### src/common/t1_pkg.sv
package t1_pkg;

    // coefficient block geometry.
    localparam int COEFF_W    = 15;
    localparam int NUM_COEFFS = 16;
    localparam int POS_W      = 4;

    // trailing-ones limits as used by CAVLC.
    localparam int MAX_T1     = 3;
    localparam int T1_COUNT_W = 2;

    // one residual coefficient, two's complement.
    typedef logic signed [COEFF_W-1:0] coeff_t;

    // scan position, row*4 + column.
    typedef logic [POS_W-1:0] pos_t;

    // 4x4 block; coeff[p] holds the coefficient at position p.
    typedef struct packed {
        coeff_t [NUM_COEFFS-1:0] coeff;
    } coeff_block_t;

    // result handed back on ack.
    typedef struct packed {
        logic [T1_COUNT_W-1:0] count;  // 0..3.
        logic [MAX_T1-1:0]     signs;  // bit 0 is the first unit met, 1 means -1.
    } t1_result_t;

endpackage
### src/source/t1_top.sv
`timescale 1ns/1ps

module t1_top (
    input  logic                 clk,
    input  logic                 rst,
    input  logic                 req,
    input  t1_pkg::coeff_block_t block,
    output logic                 ack,
    output t1_pkg::t1_result_t   result
);
    import t1_pkg::*;

    coeff_block_t            stored;
    logic [NUM_COEFFS-1:0]   zero_flags;
    logic [NUM_COEFFS-1:0]   unit_flags;
    logic [T1_COUNT_W-1:0]   t1_count;
    logic [MAX_T1-1:0]       t1_signs;
    logic                    capture_en;
    logic                    locate_en;
    logic                    walk_start;
    logic                    walk_done;

    block_capture i_capture (
        .clk        (clk),
        .rst        (rst),
        .capture_en (capture_en),
        .block      (block),
        .stored     (stored),
        .zero_flags (zero_flags),
        .unit_flags (unit_flags)
    );

    t1_locator i_locator (
        .clk        (clk),
        .rst        (rst),
        .locate_en  (locate_en),
        .zero_flags (zero_flags),
        .unit_flags (unit_flags),
        .count      (t1_count)
    );

    sign_walker i_walker (
        .clk        (clk),
        .rst        (rst),
        .walk_start (walk_start),
        .count      (t1_count),
        .stored     (stored),
        .unit_flags (unit_flags),
        .signs      (t1_signs),
        .walk_done  (walk_done)
    );

    t1_control i_control (
        .clk        (clk),
        .rst        (rst),
        .req        (req),
        .walk_done  (walk_done),
        .capture_en (capture_en),
        .locate_en  (locate_en),
        .walk_start (walk_start),
        .ack        (ack)
    );

    assign result = '{count: t1_count, signs: t1_signs};

endmodule

### src/trailing_ones/t1_control.sv
`timescale 1ns/1ps

module t1_control (
    input  logic clk,
    input  logic rst,
    input  logic req,
    input  logic walk_done,
    output logic capture_en,
    output logic locate_en,
    output logic walk_start,
    output logic ack
);

    typedef enum logic [2:0] {
        st_idle,
        st_locate,
        st_walk,
        st_hold,
        st_release
    } state_t;

    state_t state;
    state_t next_state;

    always_ff @(posedge clk)
    begin
        if (rst)
        begin
            state <= st_idle;
        end
        else
        begin
            state <= next_state;
        end
    end

    always_comb
    begin
        next_state = state;
        case (state)
            st_idle:
            begin
                if (req)
                    next_state = st_locate;
            end
            st_locate:
            begin
                next_state = st_walk;
            end
            st_walk:
            begin
                if (walk_done)
                    next_state = st_hold;
            end
            st_hold:
            begin
                if (!req)
                    next_state = st_release;  // ack drops on this edge.
            end
            default:
            begin
                next_state = st_idle;  // one turnaround cycle with ack low.
            end
        endcase
    end

    // start pulse lands in the first walk cycle, one edge after locate.
    always_ff @(posedge clk)
    begin
        if (rst)
        begin
            walk_start <= 1'b0;
        end
        else
        begin
            walk_start <= (state == st_locate);
        end
    end

    assign capture_en = (state == st_idle) && req;
    assign locate_en  = (state == st_locate);
    assign ack        = (state == st_hold);  // straight from the state register.

endmodule

### src/trailing_ones/sign_walker.sv
`timescale 1ns/1ps

module sign_walker (
    input  logic                          clk,
    input  logic                          rst,
    input  logic                          walk_start,
    input  logic [t1_pkg::T1_COUNT_W-1:0] count,
    input  t1_pkg::coeff_block_t          stored,
    input  logic [t1_pkg::NUM_COEFFS-1:0] unit_flags,
    output logic [t1_pkg::MAX_T1-1:0]     signs,
    output logic                          walk_done
);
    import t1_pkg::*;

    pos_t                  pos;
    pos_t                  cur_pos;
    logic [T1_COUNT_W-1:0] tally;
    logic [T1_COUNT_W-1:0] cur_tally;
    logic [T1_COUNT_W-1:0] next_tally;
    logic [MAX_T1-1:0]     cur_signs;
    logic [MAX_T1-1:0]     next_signs;
    logic                  active;
    logic                  hit;

    // walk_start visits position 15 in the same cycle.
    always_comb
    begin
        cur_pos   = walk_start ? pos_t'(NUM_COEFFS - 1) : pos;
        cur_tally = walk_start ? '0 : tally;
        cur_signs = walk_start ? '0 : signs;

        hit        = unit_flags[cur_pos] && (cur_tally != count);
        next_tally = cur_tally + T1_COUNT_W'(hit);
        next_signs = cur_signs;
        if (hit)
        begin
            next_signs[cur_tally] = stored.coeff[cur_pos][COEFF_W-1];  // msb is the sign.
        end
    end

    // the locator count guarantees all units are found above any blocker.
    always_ff @(posedge clk)
    begin
        if (rst)
        begin
            pos       <= '0;
            tally     <= '0;
            signs     <= '0;
            active    <= 1'b0;
            walk_done <= 1'b0;
        end
        else
        begin
            walk_done <= 1'b0;
            if (walk_start || active)
            begin
                pos       <= cur_pos - 1'b1;
                tally     <= next_tally;
                signs     <= next_signs;
                active    <= (next_tally != count);
                walk_done <= (next_tally == count);  // count 0 ends on the first visit.
            end
        end
    end

endmodule

### src/trailing_ones/t1_locator.sv
`timescale 1ns/1ps

module t1_locator (
    input  logic                          clk,
    input  logic                          rst,
    input  logic                          locate_en,
    input  logic [t1_pkg::NUM_COEFFS-1:0] zero_flags,
    input  logic [t1_pkg::NUM_COEFFS-1:0] unit_flags,
    output logic [t1_pkg::T1_COUNT_W-1:0] count
);
    import t1_pkg::*;

    logic [T1_COUNT_W-1:0] scan_count;
    logic                  scan_stop;

    // priority scan from the highest position down.
    // zeros are skipped, units add one, anything else ends the run.
    always_comb
    begin
        scan_count = '0;
        scan_stop  = 1'b0;
        for (int p = NUM_COEFFS - 1; p >= 0; p--)
        begin
            if (!scan_stop && !zero_flags[p])
            begin
                if (unit_flags[p] && (scan_count != MAX_T1))
                begin
                    scan_count = scan_count + 1'b1;
                end
                else
                begin
                    scan_stop = 1'b1;  // large value or fourth unit.
                end
            end
        end
    end

    always_ff @(posedge clk)
    begin
        if (rst)
        begin
            count <= '0;
        end
        else if (locate_en)
        begin
            count <= scan_count;  // held until the next block.
        end
    end

endmodule

### src/trailing_ones/block_capture.sv
`timescale 1ns/1ps

module block_capture (
    input  logic                          clk,
    input  logic                          rst,
    input  logic                          capture_en,
    input  t1_pkg::coeff_block_t          block,
    output t1_pkg::coeff_block_t          stored,
    output logic [t1_pkg::NUM_COEFFS-1:0] zero_flags,
    output logic [t1_pkg::NUM_COEFFS-1:0] unit_flags
);
    import t1_pkg::*;

    localparam coeff_t PLUS_ONE  = COEFF_W'(1);
    localparam coeff_t MINUS_ONE = {COEFF_W{1'b1}};

    // block is taken once per request, requester may change it after ack.
    always_ff @(posedge clk)
    begin
        if (rst)
        begin
            stored <= '0;
        end
        else if (capture_en)
        begin
            stored <= block;
        end
    end

    // per position classification of the held block.
    always_comb
    begin
        for (int p = 0; p < NUM_COEFFS; p++)
        begin
            zero_flags[p] = (stored.coeff[p] == '0);
            unit_flags[p] = (stored.coeff[p] == PLUS_ONE) ||
                            (stored.coeff[p] == MINUS_ONE);  // +1 or -1.
        end
    end

endmodule

### config.mk
export PLATFORM = sky130hd
export DESIGN_NAME = t1_top
export DESIGN_NICKNAME = d
export VERILOG_FILES = /design/src/common/t1_pkg.sv /design/src/source/t1_top.sv /design/src/trailing_ones/t1_control.sv /design/src/trailing_ones/sign_walker.sv /design/src/trailing_ones/t1_locator.sv /design/src/trailing_ones/block_capture.sv
export SDC_FILE = /design/constraint.sdc
export NUM_CORES = 1
export LEC_CHECK = 0
export CORE_MARGIN = 2
export CORE_UTILIZATION = 40
export CTS_CLUSTER_DIAMETER = 80
export DETAILED_ROUTE_END_ITERATION = 7
export DONT_BUFFER_PORTS = 1
export GPL_ROUTABILITY_DRIVEN = 0
export GPL_TIMING_DRIVEN = 0
export SYNTH_ARGS = -nofsm -noshare
export SYNTH_HDL_FRONTEND = slang
export SYNTH_SLANG_ARGS = --single-unit
### constraint.sdc
create_clock -name clk -period 43.8 [get_ports clk]
set_input_delay 2.19 -clock clk [delete_from_list [all_inputs] [get_ports clk]]
set_output_delay 2.19 -clock clk [all_outputs]
set_load 0.01 [all_outputs]
==> key figures <==
Run status
  • Status: complete, no violations

Clock tree
  • Clk buf depth: 3
  • Clk root buf: clkbuf_16
  • Clock transition at the registers of the reported paths: 0.06 ns
  • CTS Buf Count: 28
  • Post-CTS setup buffer count: 0
  • Hold_buf cts: 0
  • Gates resized, CTS repair: 0
  • Htree depth: 1
  • CTS sink count: between 200 and 300
  • TritonCTS clock tree: yes
  • Worst skew pair latency: 0.54 ns

Floorplanning
  • Die width: 178 µm
  • Initial Utilization: 0.407
  • Io pins: 249
  • Die height: 178 µm
  • Core area: 0.0296 mm²
  • Die area: about 0.032 mm²
  • Row count: 63

Global route
  • First-pass GRT wire length: approximately 54 mm
  • Largest net degree at the start of global routing: 14
  • Gr usage total: 0.215
  • Grt total ovfl: 0
  • Initial antenna violation count: 0
  • Vias in the first global route: 10,300

Placed design
  • Final HPWL DP: about 27 mm
  • Setup Slack @ Placement: 24.41 ns
  • Cell Count Post-Placement: between 1,500 and 2,000
  • Port bufs: 0

Setup path
  • CP Launch Type: register
  • Worst path slowest cell: a2111oi_0
  • Crit path buf inv count: 3
  • Slowest Stage Delay on Critical Path: 0.79 ns
  • Setup crit end kind: register
  • Worst Path Arrival: about 20 ns
  • Cell mode on critical path: ha_1
  • Maximum fanout along the worst path: 7
  • Worst R2R Setup Slack: between 20 and 25 ns
  • CP required: 44.25 ns
  • Worst Setup Path Type: register to register
  • CP top delay family: simple AND/OR/NAND/NOR gates

STA
  • RSZ-0062 raised after global routing: no
  • Final clock skew: 0.00672 ns
  • Slew HR: 0.385
  • Achievable Freq: roughly 0.051 GHz
  • Final Hold Viols: 0
  • TNS Setup: 0 ns
  • Fin. max-slew vios: 0
  • Final period util: 0.449
  • Slew at the pin with the worst max-slew slack: just over 0.9 ns
  • Final setup margin: 24.14 ns
  • Tmin final: 19.66 ns
  • Final setup viols: 0

Power and ir drop
  • Pint: 0.000428 W
  • Clk pwr share: 0.426
  • P_sw: 0.000153 W
  • Tot Pwr: around 0.00058 W
  • Switching Fraction: 0.264
  • Worst VDD drop: about 35 µV
  • Seq pwr share: 0.456
  • Pwr dens: 43.0 mW/mm²
  • Combinational share of power: 0.118
  • Leak pwr: 4.81 nW

Finish
  • Fin cells: 2,027
  • Fin nets: 1,878
  • Share of cells above drive strength 1: 0.0507
  • Area grow syn2layout: 12.1%
  • Number of diodes: 0

Synthesis
  • Warnings, synthesis: 0
  • Syn Area/Cell: ~7.6 µm²
  • Most common flop cell mapped by yosys: dfxtp_1
  • Synth area leaders: dfxtp_1 43%, nand2_1 16%, a21oi_1 11%
  • Seq/Total Area, Yosys: 0.427
  • Mapped Nets: 1,848
  • Synth cell types: 77
  • Top-area cell type share of the netlist area: 0.427
  • Synthesized cell area: 0.0121 mm²
  • Synth area leader: dfxtp_1
  • EDFF count, synth: 0
  • Yosys reg bits: 257
  • Cells after synthesis: between 1,500 and 2,000
  • Async set-reset flop share out of synthesis: 0

Job
  • Maxcap violations: 0

Drt
  • Post-DR wirelength/cell: 17.2 µm
  • Via count: 11,000
  • Iter 0 DRT Violations: 567
  • Total Wirelength: 34.9 mm
  • DRC: 0
  • Vias per cell: about 5.4
  • Post-DRT Antenna Nets: 0
  • DRT Pass-1 Iters: 5

Worst hold path
  • Hold Crit Class: register to register
area by class of cell:
type                       count  area [µm²]
sequential                   257        5140
fill                        3053       16100
tap                          390         488
clock inverter                 7         135
inverter                      19        71.3
buffer                        91         357
multi-input combinational   1222        6490
clock buffer                  41         831
power by group through the flow:
stage | Clock, W | Sequential, W | Combinational [W]
2_1_floorplan | 0 | 0.000265 | 0.0000523
3_3_place_gp | 0 | 0.000269 | 0.0000677
3_5_place_dp | 0 | 0.000270 | 0.0000691
4_1_cts | 0.000253 | 0.000265 | 0.0000695
5_1_grt | 0.000262 | 0.000267 | 0.0000784
6_report | 0.000247 | 0.000265 | 0.0000687
routing by layer:
layer / part of all wire / global-route usage
met4: 0.019 / 0.0488
met5: 0 / 0
met1: 0.45 / 0.283
met3: 0.065 / 0.0452
met2: 0.47 / 0.361
registers in the layout (all words and copies together), names as in the netlist:
name	cells
i_capture.stored	240
i_walker.pos	4
i_control.state	3
i_walker.signs	3
i_locator.count	2
i_walker.tally	2
i_control.walk_start	1
i_walker.active	1
i_walker.walk_done	1
kinds of logic after synthesis:
| kind of cell | count (synthesis) | synth area share |
|---|---|---|
| adders and majority gates | 16 | 0.0166 |
| AOI/OAI and AO/OA | 349 | 0.163 |
| buffers and inverters | 110 | 0.0355 |
| and+or+nand+nor | 810 | 0.305 |
| xor gates and xnor gates | 27 | 0.0321 |
| DFF | 257 | 0.427 |
| muxes | 20 | 0.0215 |
worst paths after layout:
path | startpoint | end | cells after the start
hold reg to reg | i_capture.stored[220]$_SDFFE_PP0P_ | i_capture.stored[220]$_SDFFE_PP0P_ | 2
setup reg to reg | i_capture.stored[239]$_SDFFE_PP0P_ | i_locator.count[0]$_SDFFE_PP0P_ | 73
setup / recovery | i_capture.stored[239]$_SDFFE_PP0P_ | i_locator.count[0]$_SDFFE_PP0P_ | 73
hold / removal | i_capture.stored[220]$_SDFFE_PP0P_ | i_capture.stored[220]$_SDFFE_PP0P_ | 2
per-stage QoR:
stage / utilization / hold slack [ns] / area, µm²
5_1_grt: 0.456 / 0.491 / 13500
3_3_place_gp: 0.423 / 0.457 / 12500
2_1_floorplan: - / 0.444 / 12100
4_1_cts: 0.456 / 0.471 / 13500
3_5_place_dp: 0.423 / 0.462 / 12600
6_report: 0.456 / 0.469 / 13500
cell usage in the layout, fill, tap and decap left out, types with 4 or more instances in the layout:
| cell | Yosys | final |
|---|---|---|
| mux2i_1 | 9 | 9 |
| nor4_1 | 72 | 72 |
| or4_1 | 6 | 6 |
| bufinv_16 | 0 | 4 |
| o21ai_0 | 20 | 20 |
| nor3_1 | 12 | 12 |
| or2_2 | 6 | 6 |
| inv_1 | 18 | 18 |
| xor2_1 | 6 | 6 |
| nand3_1 | 24 | 24 |
| clkbuf_16 | 0 | 29 |
| clkbuf_1 | 88 | 94 |
| and4_1 | 11 | 11 |
| ha_1 | 16 | 16 |
| dfxtp_1 | 257 | 257 |
| a31oi_1 | 5 | 5 |
| mux4_2 | 4 | 4 |
| nand4_1 | 59 | 59 |
| and2_1 | 4 | 4 |
| a21o_1 | 4 | 4 |
| nand2b_1 | 8 | 8 |
| clkbuf_8 | 0 | 6 |
| and3_1 | 6 | 6 |
| a21oi_1 | 268 | 268 |
| nor2_1 | 74 | 74 |
| mux2_2 | 7 | 7 |
| nor2b_1 | 8 | 8 |
| xnor2_1 | 11 | 11 |
| nand2_1 | 498 | 498 |
worst min-delay path, cell delays in order, from the launching register on:
cell and delay (ns):
dfxtp_1 0.32, nand2_1 0.05, a21oi_1 0.05
Yosys cell counts (3+ instances only):
cell type and n:
nand2_1 498, a21oi_1 268, dfxtp_1 257, clkbuf_1 88, nor2_1 74, nor4_1 72, nand4_1 59, nand3_1 24
o21ai_0 20, inv_1 18, ha_1 16, nor3_1 12, and4_1 11, xnor2_1 11, mux2i_1 9, nand2b_1 8
nor2b_1 8, mux2_2 7, and3_1 6, or2_2 6, or4_1 6, xor2_1 6, a31oi_1 5, a21o_1 4
and2_1 4, mux4_2 4, a211oi_1 3, a21boi_0 3, a221oi_1 3, nor3b_1 3, o211ai_1 3, o21a_1 3
o221ai_1 3, o22ai_1 3, or3_1 3, xnor2_4 3, xnor3_1 3
No activity file was read; power rests on OpenSTA's default activity.
